`config.mk`:
```
export PLATFORM = sky130hd
export DESIGN_NAME = decoder_riscv
export DESIGN_NICKNAME = d
export VERILOG_FILES = /design/src/design/riscv_decode_pkg.sv /design/src/design/alu_op_decoder.sv /design/src/design/decoder_riscv.sv /design/src/design/flow_op_decoder.sv /design/src/design/lsu_op_decoder.sv
export VERILOG_INCLUDE_DIRS = /design/src /design/src/design
export SDC_FILE = /design/constraint.sdc
export NUM_CORES = 1
export LEC_CHECK = 0
export CAP_MARGIN = 25
export CORE_MARGIN = 2
export CORE_UTILIZATION = 44
export DETAILED_ROUTE_END_ITERATION = 8
export DONT_BUFFER_PORTS = 1
export GPL_ROUTABILITY_DRIVEN = 0
export PLACE_DENSITY = 0.7
export RECOVER_POWER = 100
export SETUP_SLACK_MARGIN = 0.02
export SYNTH_ARGS = -nofsm -noshare
export SYNTH_HDL_FRONTEND = slang
export SYNTH_SLANG_ARGS = --single-unit
```
`constraint.sdc`:
```
create_clock -name clk_i -period 5.6 [get_ports clk_i]
set_clock_uncertainty 0.15 [all_clocks]
set_input_delay 0.56 -clock clk_i [delete_from_list [all_inputs] [get_ports clk_i]]
set_output_delay 0.56 -clock clk_i [all_outputs]
set_load 0.05 [all_outputs]
```
`src/design/riscv_decode_cfg.svh`:
```
`ifndef RISCV_DECODE_CFG_SVH
`define RISCV_DECODE_CFG_SVH

// instruction word
`define XLEN        32

// major opcode field, low two bits included
`define OPCODE_W    7

// ALU operation code
`define ALU_OP_W    5

// load/store access size, bit 2 marks unsigned loads
`define MEM_SIZE_W  3

// operand A select
`define A_SEL_W     2

// operand B select
`define B_SEL_W     3

// write-back source select
`define WB_SEL_W    2

`endif

```
`src/design/riscv_decode_pkg.sv`:
```
`include "riscv_decode_cfg.svh"

package riscv_decode_pkg;

  typedef enum logic [`OPCODE_W-1:0] {
    OPC_LOAD     = 7'b00_000_11,
    OPC_MISC_MEM = 7'b00_011_11,
    OPC_OP_IMM   = 7'b00_100_11,
    OPC_AUIPC    = 7'b00_101_11,
    OPC_STORE    = 7'b01_000_11,
    OPC_OP       = 7'b01_100_11,
    OPC_LUI      = 7'b01_101_11,
    OPC_BRANCH   = 7'b11_000_11,
    OPC_JALR     = 7'b11_001_11,
    OPC_JAL      = 7'b11_011_11,
    OPC_SYSTEM   = 7'b11_100_11  // not decoded, falls to illegal
  } opcode_e;

  typedef enum logic [`ALU_OP_W-1:0] {
    ALU_ADD  = 5'b00000,
    ALU_SUB  = 5'b01000,
    ALU_XOR  = 5'b00100,
    ALU_OR   = 5'b00110,
    ALU_AND  = 5'b00111,
    ALU_SLL  = 5'b00001,
    ALU_SRL  = 5'b00101,
    ALU_SRA  = 5'b01101,
    ALU_SLTS = 5'b00010,
    ALU_SLTU = 5'b00011,
    ALU_EQ   = 5'b11000,  // compares have bit 4 set
    ALU_NE   = 5'b11001,
    ALU_LTS  = 5'b11100,
    ALU_GES  = 5'b11101,
    ALU_LTU  = 5'b11110,
    ALU_GEU  = 5'b11111
  } alu_op_e;

  typedef enum logic [`A_SEL_W-1:0] {
    OP_A_RS1     = 2'd0,
    OP_A_CURR_PC = 2'd1,
    OP_A_ZERO    = 2'd2
  } op_a_sel_e;

  typedef enum logic [`B_SEL_W-1:0] {
    OP_B_RS2   = 3'd0,
    OP_B_IMM_I = 3'd1,
    OP_B_IMM_U = 3'd2,
    OP_B_IMM_S = 3'd3,
    OP_B_INCR  = 3'd4  // link address, pc + 4
  } op_b_sel_e;

  typedef enum logic [`WB_SEL_W-1:0] {
    WB_EX_RESULT = 2'd0,
    WB_LSU_DATA  = 2'd1
  } wb_sel_e;

  // encoded as the load/store funct3
  typedef enum logic [`MEM_SIZE_W-1:0] {
    MEM_BYTE   = 3'd0,
    MEM_HALF   = 3'd1,
    MEM_WORD   = 3'd2,
    MEM_BYTE_U = 3'd4,
    MEM_HALF_U = 3'd5
  } mem_size_e;

  typedef struct packed {
    logic [6:0]  funct7;
    logic [4:0]  rs2;
    logic [4:0]  rs1;
    logic [2:0]  funct3;
    logic [4:0]  rd;
    opcode_e     opcode;
  } r_fmt_t;

  typedef struct packed {
    logic [11:0] imm12;
    logic [4:0]  rs1;
    logic [2:0]  funct3;
    logic [4:0]  rd;
    opcode_e     opcode;
  } i_fmt_t;

  // shift-immediates read imm12[11:5] as funct7
  typedef union packed {
    r_fmt_t r_fmt;
    i_fmt_t i_fmt;
  } instr_u;

  typedef struct packed {
    op_a_sel_e a_sel;
    op_b_sel_e b_sel;
    alu_op_e   alu_op;
    logic      mem_req;
    logic      mem_we;
    mem_size_e mem_size;
    logic      gpr_we;
    wb_sel_e   wb_sel;
    logic      branch;
    logic      jal;
    logic      jalr;
    logic      illegal;
  } decode_ctrl_t;

  localparam decode_ctrl_t CTRL_NOP = '{
    a_sel: OP_A_RS1, b_sel: OP_B_RS2, alu_op: ALU_ADD,
    mem_req: 1'b0, mem_we: 1'b0, mem_size: MEM_BYTE,
    gpr_we: 1'b0, wb_sel: WB_EX_RESULT,
    branch: 1'b0, jal: 1'b0, jalr: 1'b0, illegal: 1'b0
  };

  localparam decode_ctrl_t CTRL_ILLEGAL = '{
    a_sel: OP_A_RS1, b_sel: OP_B_RS2, alu_op: ALU_ADD,
    mem_req: 1'b0, mem_we: 1'b0, mem_size: MEM_BYTE,
    gpr_we: 1'b0, wb_sel: WB_EX_RESULT,
    branch: 1'b0, jal: 1'b0, jalr: 1'b0, illegal: 1'b1
  };

  // fence with all fields zero
  localparam instr_u INSTR_FENCE = {{(`XLEN-`OPCODE_W){1'b0}}, OPC_MISC_MEM};

endpackage

```
`src/design/alu_op_decoder.sv`:
```
module alu_op_decoder import riscv_decode_pkg::*; (
  input  instr_u       instr_i,
  output logic         hit_o,
  output decode_ctrl_t ctrl_o
);

  logic [2:0] funct3;
  logic [6:0] funct7;
  logic       shift_imm;

  // only SUB and SRA take the alternate funct7
  function automatic logic funct7_ok(input logic [2:0] f3, input logic [6:0] f7);
    return (f7 == 7'b0000000) ||
           ((f7 == 7'b0100000) && ((f3 == 3'b000) || (f3 == 3'b101)));
  endfunction

  function automatic alu_op_e arith_op(input logic [2:0] f3, input logic alt);
    case (f3)
      3'b000:  return alt ? ALU_SUB : ALU_ADD;
      3'b001:  return ALU_SLL;
      3'b010:  return ALU_SLTS;
      3'b011:  return ALU_SLTU;
      3'b100:  return ALU_XOR;
      3'b101:  return alt ? ALU_SRA : ALU_SRL;
      3'b110:  return ALU_OR;
      default: return ALU_AND;
    endcase
  endfunction

  function automatic alu_op_e branch_op(input logic [2:0] f3);
    case (f3)
      3'b000:  return ALU_EQ;
      3'b001:  return ALU_NE;
      3'b100:  return ALU_LTS;
      3'b101:  return ALU_GES;
      3'b110:  return ALU_LTU;
      default: return ALU_GEU;
    endcase
  endfunction

  assign funct3    = instr_i.i_fmt.funct3;
  assign funct7    = instr_i.r_fmt.funct7;   // upper imm12 for OP-IMM
  assign shift_imm = (funct3[1:0] == 2'b01);  // slli, srli, srai

  always_comb begin
    hit_o  = 1'b0;
    ctrl_o = CTRL_ILLEGAL;
    case (instr_i.r_fmt.opcode)
      OPC_OP: begin
        hit_o = 1'b1;
        if (funct7_ok(funct3, funct7)) begin
          ctrl_o        = CTRL_NOP;
          ctrl_o.gpr_we = 1'b1;
          ctrl_o.alu_op = arith_op(funct3, funct7[5]);
        end
      end
      OPC_OP_IMM: begin
        hit_o = 1'b1;
        // plain immediates carry no funct7
        if (!shift_imm || funct7_ok(funct3, funct7)) begin
          ctrl_o        = CTRL_NOP;
          ctrl_o.b_sel  = OP_B_IMM_I;
          ctrl_o.gpr_we = 1'b1;
          ctrl_o.alu_op = arith_op(funct3, shift_imm & funct7[5]);
        end
      end
      OPC_BRANCH: begin
        hit_o = 1'b1;
        if (funct3[2:1] != 2'b01) begin  // 010 and 011 unused
          ctrl_o        = CTRL_NOP;
          ctrl_o.branch = 1'b1;
          ctrl_o.alu_op = branch_op(funct3);
        end
      end
      default: ;
    endcase
  end

endmodule

```
`src/design/decoder_riscv.sv`:
```
module decoder_riscv import riscv_decode_pkg::*; (
  input  logic         clk_i,
  input  logic         arst_n_i,
  input  logic         instr_valid_i,
  input  instr_u       instr_i,
  output logic         ctrl_valid_o,
  output decode_ctrl_t ctrl_o
);

  instr_u             instr_q;
  logic               valid_q;
  logic         [2:0] hit;
  decode_ctrl_t [2:0] claim;

  // the bundle is a pure function of instr_q, so it holds until the next strobe
  always_ff @(posedge clk_i or negedge arst_n_i) begin
    if (!arst_n_i) begin
      valid_q <= 1'b0;
      instr_q <= INSTR_FENCE;  // idle word decodes to the inactive bundle
    end else begin
      valid_q <= instr_valid_i;
      if (instr_valid_i) begin
        instr_q <= instr_i;
      end
    end
  end

  alu_op_decoder u_alu_dec (
    .instr_i (instr_q),
    .hit_o   (hit[0]),
    .ctrl_o  (claim[0])
  );

  lsu_op_decoder u_lsu_dec (
    .instr_i (instr_q),
    .hit_o   (hit[1]),
    .ctrl_o  (claim[1])
  );

  flow_op_decoder u_flow_dec (
    .instr_i (instr_q),
    .hit_o   (hit[2]),
    .ctrl_o  (claim[2])
  );

  // at most one class claims a word
  always_comb begin
    ctrl_o = CTRL_ILLEGAL;  // system, unknown opcode, low bits != 11
    for (int i = 0; i < 3; i++) begin
      if (hit[i]) begin
        ctrl_o = claim[i];
      end
    end
  end

  assign ctrl_valid_o = valid_q;

endmodule

```
`src/design/flow_op_decoder.sv`:
```
module flow_op_decoder import riscv_decode_pkg::*; (
  input  instr_u       instr_i,
  output logic         hit_o,
  output decode_ctrl_t ctrl_o
);

  logic f3_zero;

  assign f3_zero = (instr_i.i_fmt.funct3 == 3'b000);

  always_comb begin
    hit_o  = 1'b0;
    ctrl_o = CTRL_ILLEGAL;
    case (instr_i.i_fmt.opcode)
      OPC_LUI: begin
        hit_o         = 1'b1;
        ctrl_o        = CTRL_NOP;
        ctrl_o.a_sel  = OP_A_ZERO;  // 0 + upper immediate
        ctrl_o.b_sel  = OP_B_IMM_U;
        ctrl_o.gpr_we = 1'b1;
      end
      OPC_AUIPC: begin
        hit_o         = 1'b1;
        ctrl_o        = CTRL_NOP;
        ctrl_o.a_sel  = OP_A_CURR_PC;
        ctrl_o.b_sel  = OP_B_IMM_U;
        ctrl_o.gpr_we = 1'b1;
      end
      OPC_JAL: begin
        hit_o         = 1'b1;
        ctrl_o        = CTRL_NOP;
        ctrl_o.a_sel  = OP_A_CURR_PC;  // rd gets pc + 4
        ctrl_o.b_sel  = OP_B_INCR;
        ctrl_o.gpr_we = 1'b1;
        ctrl_o.jal    = 1'b1;
      end
      OPC_JALR: begin
        hit_o = 1'b1;
        if (f3_zero) begin
          ctrl_o        = CTRL_NOP;
          ctrl_o.a_sel  = OP_A_CURR_PC;
          ctrl_o.b_sel  = OP_B_INCR;
          ctrl_o.gpr_we = 1'b1;
          ctrl_o.jalr   = 1'b1;
        end
      end
      OPC_MISC_MEM: begin
        hit_o = 1'b1;
        if (f3_zero) begin
          ctrl_o = CTRL_NOP;  // fence, nothing to order here
        end
      end
      default: ;
    endcase
  end

endmodule

```
`src/design/lsu_op_decoder.sv`:
```
module lsu_op_decoder import riscv_decode_pkg::*; (
  input  instr_u       instr_i,
  output logic         hit_o,
  output decode_ctrl_t ctrl_o
);

  logic [2:0] funct3;
  logic       load_ok;
  logic       store_ok;

  assign funct3   = instr_i.i_fmt.funct3;
  assign load_ok  = funct3 inside {MEM_BYTE, MEM_HALF, MEM_WORD, MEM_BYTE_U, MEM_HALF_U};
  assign store_ok = funct3 inside {MEM_BYTE, MEM_HALF, MEM_WORD};  // no unsigned stores

  always_comb begin
    hit_o  = 1'b0;
    ctrl_o = CTRL_ILLEGAL;
    case (instr_i.i_fmt.opcode)
      OPC_LOAD: begin
        hit_o = 1'b1;
        if (load_ok) begin
          ctrl_o          = CTRL_NOP;
          ctrl_o.b_sel    = OP_B_IMM_I;  // rs1 + offset
          ctrl_o.alu_op   = ALU_ADD;
          ctrl_o.mem_req  = 1'b1;
          ctrl_o.mem_size = mem_size_e'(funct3);
          ctrl_o.gpr_we   = 1'b1;
          ctrl_o.wb_sel   = WB_LSU_DATA;
        end
      end
      OPC_STORE: begin
        hit_o = 1'b1;
        if (store_ok) begin
          ctrl_o          = CTRL_NOP;
          ctrl_o.b_sel    = OP_B_IMM_S;  // split offset
          ctrl_o.alu_op   = ALU_ADD;
          ctrl_o.mem_req  = 1'b1;
          ctrl_o.mem_we   = 1'b1;
          ctrl_o.mem_size = mem_size_e'(funct3);
        end
      end
      default: ;
    endcase
  end

endmodule

```
==> metrics.csv, run 1 <==
metric;value;unit
setup total negative slack;0;ns
ys async rst share;100.0;%
Finished Layout Cells;146;
crit-path max FO;9;
Final Power;290.4;µW
Most used DFF post-synth;dfrtp_1;
DRT Pass-1 Iters;4;
Mapped Nets;153;
first-pass GRT wire length;3650;µm
share of cells above drive strength 1;19.83;%
Worst slew margin;-6.897;%
endpoint class of the critical path;output port;
crit path time final;3.941;ns
Antenna diodes;0;
share of the synthesized area in the top cell type;32.11;%
I/O pins;58;
Post-DP Area;0.001125;mm²
Mean Syn Cell Area;9.246;µm²
power density over cell area;253.1;mW/mm²
core box area;0.002410;mm²
Worst Path Buf+Inv;1;
worst min-delay path class;input port to flop;
area leader, netlist;dfrtp_1;
Yosys cell types;38;
Post-Syn Instances;118;
maxcap violations;3;
delay of the slowest critical-path stage;0.89;ns
via count;887;
unrepaired setup endpoints after global routing;no;
site row count;18;
CTS tree;built;
clock share of power;26.1;%
grt ovf;0;
max-slew violation count;2;
failing checks;capacitance limit, slew limit;
startpoint types;flop;
die span in x;53.80;µm
DRT antenna net count;0;
largest net degree at the start of global routing;22;
CP arrival;3.23;ns
Post-Layout Inst Area;0.001147;mm²
logic gate share of total power;18.4;%
Synth Cell Area;0.001091;mm²
Total Routed Length;2411;µm
final hold vios;0;
DRC;0;
Worst Path Required;4.89;ns
Net Sw Frac;29.26;%
Die ar.;0.002894;mm²
Internal Power;205.4;µW
final setup violation count;0;
Setup Buffers After CTS;0;
outcome;finished with violations;
Clk Latency, worst-skew pair;0.28;ns
worst slew pin tran;1.594;ns
Max H-tree Level;1;
initial antenna violation count;0;
Crit path max-delay family;compound AO/OA/AOI/OAI gates;
LEAKAGE;0.0004485;µW
clock slew at reported path FFs;0.09;ns
clock root buffer;clkbuf_4;
vias in the first global route;844;
wire per inst;16.51;µm
Max clock buf depth;2;
Die Ht;53.80;µm
peak supply drop;0.0002071;V
PortBufs;0;
most area-consuming cells after synthesis;dfrtp_1, mux2_2, dfstp_2;
Tot GR Track Use;17.26;%
Post-DP HPWL;1798;µm
FMAX;0.2538;GHz
Crit Path Class;flop to output port;
FF+latch count, synth;18;
Area growth, synth to finish;5.161;%
Synth top cells by count;dfrtp_1, mux2_2, nand2_1;
DRT iter0 DRCs;33;
sequential share of the synthesized area;41.74;%
sw power;84.98;µW
post-cts resize count;0;
Crit path top cell by count;a21oi_1;
vias per inst;6.075;
Hold Buf Count CTS;1;
Crit-path slowest cell;a21oi_1;
placed insts;141;
Final Cycle Share;70.37;%
Final nets;152;
Clock Sinks;18;
EDFF count, synth;0;
clock buffer count from CTS;3;
yosys warns;0;
Initial Util;45.28;%
sequential share of power;55.5;%
worst-path cell chain;nand4bb_1 > nor2_1 > o21ai_0 > inv_1 > a21oi_1 > a21oi_1;
[stage by stage]
stage / util [%] / hold slack, ns / worst slack [ns]
detailed placement: 46.68 / 0.1148 / 2.005
floorplan: - / 0.1144 / 1.807
finish: 47.61 / 0.1446 / 1.659
CTS: 48.60 / 0.1308 / 1.673
global route: 47.61 / 0.1138 / 1.509
global placement: 46.68 / 0.1148 / 2.044
[cells by family (layout without fill, tap and decap cells)]
logic type             count (synthesis)  after routing  synth area share, %
AND/OR/NAND/NOR                       41             41                20.41
flip-flops                            18             18                41.74
AO/OA/AOI/OAI                         27             27                16.06
other                                  1              1               0.3437
XOR/XNOR                               1              1               0.8029
buffers and inverters                 16             14                6.192
multiplexers                          14             14                14.45
[cells in the final DEF (no fill, tap or decap), types with 4 or more instances in the layout]
master   count
nor2_1       8
o21ai_0      8
a21oi_1      7
dfrtp_1     14
nor3_1       5
inv_1        6
dfstp_1      4
mux2_2      14
nand2_1      9
[registers in the layout, summed over array words and instances, names as in the netlist]
register	count
ctrl_valid_o	1
instr_q	17
[per-layer routing]
metal / global-route usage (%) / wire length [µm]
met5: 0 / 0
met3: 3.889 / 281
met4: 8.547 / 23
met1: 21.79 / 979
met2: 27.64 / 1126
[final cells by class]
cell class | count | area [µm²]
Clock buffer | 4 | 36.28
Inverter | 6 | 22.52
Timing Repair Buffer | 4 | 25.02
Sequential cell | 18 | 455.4
Tap cell | 30 | 37.54
Fill cell | 252 | 1262
Multi-Input combinational cell | 84 | 570.5
[power groups by stage]
stage	clock (µW)	combinational [µW]	sequential, µW
2_1_floorplan	0	53.2	154
3_3_place_gp	0	49.5	164
3_5_place_dp	0	51.3	165
4_1_cts	79.6	54.4	162
5_1_grt	86.9	57.7	164
6_report	75.7	53.4	161
[final timing paths]
check | startpoint | end | slack, ns | cells past startpoint
max in group asynchronous | arst_n_i | instr_q[28]$_DFFE_PN0P_ | 4.20 | 1
min in group asynchronous | arst_n_i | instr_q[5]$_DFFE_PN0P_ | 0.63 | 1
min reg2reg | instr_q[31]$_DFFE_PN0P_ | instr_q[31]$_DFFE_PN0P_ | 0.36 | 1
max reg2reg | instr_q[5]$_DFFE_PN0P_ | instr_q[5]$_DFFE_PN0P_ | 4.49 | 2
min | instr_valid_i | ctrl_valid_o$_DFF_PN0_ | 0.14 | 0
max | instr_q[3]$_DFFE_PN1P_ | ctrl_o[13] | 1.66 | 6
Power figures use the tool's default switching activity.
==> run 2: changes to the inputs <==
--- a/config.mk
+++ b/config.mk
@@ -6,13 +6,14 @@
 export SDC_FILE = /design/constraint.sdc
 export NUM_CORES = 1
 export LEC_CHECK = 0
+export ABC_AREA = 1
 export CAP_MARGIN = 25
 export CORE_MARGIN = 2
 export CORE_UTILIZATION = 44
 export DETAILED_ROUTE_END_ITERATION = 8
 export DONT_BUFFER_PORTS = 1
 export GPL_ROUTABILITY_DRIVEN = 0
-export PLACE_DENSITY = 0.7
+export PLACE_DENSITY = 0.72
 export RECOVER_POWER = 100
 export SETUP_SLACK_MARGIN = 0.02
 export SYNTH_ARGS = -nofsm -noshare
==> constraint.sdc (replaced) <==
create_clock -name clk_i -period 3.5 [get_ports clk_i]
set_clock_uncertainty 0.15 [all_clocks]
set_input_delay 0.35 -clock clk_i [delete_from_list [all_inputs] [get_ports clk_i]]
set_output_delay 0.35 -clock clk_i [all_outputs]
set_load 0.05 [all_outputs]
==> run 2 against run 1 <==
Against the previous run:
- the run now ends clean
- largest power group unchanged
- via count increased by 11%
- wire length down 5.8%
- register-to-register slack lost 2.0 ns
- critical path depth increased by 3
- critical endpoint is now ctrl_o[6]
- sequential cell count did not move
- global-route usage is 0.25 points lower
- clock power up 60%
==> metrics.csv, run 2 <==
metric;value;unit;change
outcome;completed;;was finished with violations
Initial Util;47.56;%;was 45.28%
Post-DP HPWL;1824;µm;was 1798 µm
Synth Cell Area;0.001072;mm²;was 0.001091 mm²
Die Ht;53.37;µm;was 53.80 µm
worst min-delay path class;input port to flop;;unchanged
crit-path max FO;4;;was 9
Worst Path Required;3.00;ns;was 4.89 ns
max reg flops;17;;unchanged
Post-Layout Inst Area;0.001180;mm²;was 0.001147 mm²
DRC;0;;unchanged
Final nets;193;;was 152
Max clock buf depth;2;;unchanged
grt ovf;0;;unchanged
ys async rst share;100.0;%;unchanged
Final Cycle Share;85.98;%;
largest net degree at the start of global routing;25;;was 22
FF/Latch Area;455.4;µm²;unchanged
worst-path cell chain;nand2_1 > inv_1 > nand3_1 > nor2_1 > inv_1 > o211ai_1 > clkbuf_1 > nor2_1 > nand3_1;;was nand4bb_1 > nor2_1 > o21ai_0 > inv_1 > a21oi_1 > a21oi_1
crit path time final;3.009;ns;
final hold vios;0;;unchanged
yosys warns;0;;unchanged
Mapped Nets;181;;was 153
DRT iter0 DRCs;27;;was 33
sequential share of power;54.5;%;was 55.5%
first-pass GRT wire length;3594;µm;was 3650 µm
peak supply drop;0.0003684;V;was 0.0002071 V
initial antenna violation count;0;;unchanged
DRT Pass-1 Iters;4;;unchanged
DRT antenna net count;0;;unchanged
max-slew violation count;0;;was 2
Crit path max-delay family;simple AND/OR/NAND/NOR gates;;was compound AO/OA/AOI/OAI gates
Post-DP Area;0.001160;mm²;was 0.001125 mm²
Yosys cell types;24;;was 38
EDFF count, synth;0;;unchanged
worst setup margin;0.4906;ns;was 1.659 ns
wire per inst;12.28;µm;was 16.51 µm
clock slew at reported path FFs;0.09;ns;about the same
Hold Buf Count CTS;2;;was 1
WHS;0.01388;ns;was 0.1446 ns
share of cells above drive strength 1;12.10;%;was 19.83%
area of the multi-input gates;505.5;µm²;was 570.5 µm²
Max H-tree Level;1;;unchanged
Area growth, synth to finish;10.03;%;was 5.161%
worst slew pin tran;0.9055;ns;was 1.594 ns
site row count;17;;was 18
share of the synthesized area in the top cell type;32.67;%;was 32.11%
Tot GR Track Use;17.01;%;was 17.26%
Crit Path Class;flop to output port;;unchanged
I/O pins;58;;unchanged
Setup Buffers After CTS;0;;unchanged
FF+latch count, synth;18;;unchanged
FMAX;0.3323;GHz;
endpoint class of the critical path;output port;;unchanged
Net Sw Frac;29.34;%;was 29.26%
vias per inst;5.346;;was 6.075
Biggest register;instr_q;;unchanged
startpoint types;flop;;unchanged
vias in the first global route;896;;was 844
Internal Power;317.8;µW;was 205.4 µW
die span in x;53.37;µm;was 53.80 µm
power density over cell area;381.2;mW/mm²;was 253.1 mW/mm²
CP arrival;2.51;ns;was 3.23 ns
maxcap violations;0;;was 3
via count;989;;was 887
Total Routed Length;2272;µm;was 2411 µm
commonest non-fill, non-tap cell in the layout;nand2_1;;
sw power;131.9;µW;was 84.98 µW
Synth top cells by count;nand2_1, inv_1, nor2_1;;was dfrtp_1, mux2_2, nand2_1
Clk Latency, worst-skew pair;0.28;ns;about the same
unrepaired setup endpoints after global routing;no;;unchanged
clock root buffer;clkbuf_4;;unchanged
dpl ws;1.154;ns;was 2.005 ns
Mean Syn Cell Area;7.344;µm²;was 9.246 µm²
final setup violation count;0;;unchanged
commonest non-fill, non-tap cells in the layout;nand2_1, inv_1, nor2_1;;was mux2_2, dfrtp_1, nand2_1
Most used DFF post-synth;dfrtp_1;;unchanged
logic gate share of total power;18.7;%;was 18.4%
Antenna diodes;0;;unchanged
most area-consuming cells after synthesis;dfrtp_1, nand2_1, dfstp_2;;was dfrtp_1, mux2_2, dfstp_2
clock buffer count from CTS;3;;unchanged
Worst slew margin;39.53;%;was -6.897%
setup total negative slack;0;ns;unchanged
post-cts resize count;0;;unchanged
delay of the slowest critical-path stage;0.54;ns;was 0.89 ns
most frequent cell after synthesis;nand2_1;;
Die ar.;0.002848;mm²;was 0.002894 mm²
fill count;231;;was 252
Worst Path Buf+Inv;3;;was 1
clock share of power;26.8;%;was 26.1%
CTS tree;built;;unchanged
area leader, netlist;dfrtp_1;;unchanged
Clock Sinks;18;;unchanged
Post-Syn Instances;146;;was 118
LEAKAGE;0.0005857;µW;was 0.0004485 µW
sequential share of the synthesized area;42.47;%;was 41.74%
PortBufs;0;;unchanged
Crit-path slowest cell;dfstp_1;;was a21oi_1
core box area;0.002255;mm²;was 0.002410 mm²
[run 2: area by class of cell]
type                            count  area share [%]
Inverter                           23           7.317
Multi-Input combinational cell    100           42.84
Clock buffer                        4           3.075
Sequential cell                    18           38.60
Timing Repair Buffer               12           5.196
Tap cell                           28           2.969
[run 2: power by group through the flow]
stage	registers, µW	logic [µW]	clock network, µW
floorplan	247	70.7	0
global placement	249	76.3	0
detailed placement	250	79.9	0
CTS	246	86.3	126
global route	248	92.9	134
finish	245	83.9	121
[run 2: stage by stage]
| stage | util [%] | total power [µW] | instances |
|---|---|---|---|
| 2_1_floorplan | - | 317.4 | 146 |
| 3_3_place_gp | 51.44 | 325.0 | 179 |
| 3_5_place_dp | 51.44 | 329.9 | 179 |
| 4_1_cts | 53.94 | 458.5 | 185 |
| 5_1_grt | 52.33 | 474.8 | 185 |
| 6_report | 52.33 | 449.7 | 185 |
[run 2: layer usage]
layer	vias up	routed length, µm	track usage, %
li1	485	-	-
met1	447	944	19.68
met2	51	1036	30.25
met3	6	258	5.085
met4	0	32	4.274
met5	-	0	0
[run 2: kinds of logic after synthesis]
group / Yosys count / synth area share (%)
DFF: 18 / 42.47
and+or+nand+nor: 70 / 27.42
other: 1 / 0.3497
AOI/OAI and AO/OA: 21 / 10.74
muxes: 8 / 8.402
buffers and inverters: 28 / 10.62
[run 2: final timing paths]
kind | endpoint | cells after the start | start | slack (ns)
min in group asynchronous | instr_q[29]$_DFFE_PN0P_ | 1 | arst_n_i | 0.41
setup / recovery | ctrl_o[6] | 9 | instr_q[0]$_DFFE_PN1P_ | 0.49
hold reg to reg | instr_q[27]$_DFFE_PN0P_ | 1 | instr_q[27]$_DFFE_PN0P_ | 0.36
hold / removal | instr_q[13]$_DFFE_PN0P_ | 1 | instr_valid_i | 0.01
setup reg to reg | instr_q[5]$_DFFE_PN0P_ | 1 | instr_q[5]$_DFFE_PN0P_ | 2.49
max in group asynchronous | instr_q[26]$_DFFE_PN0P_ | 1 | arst_n_i | 2.33
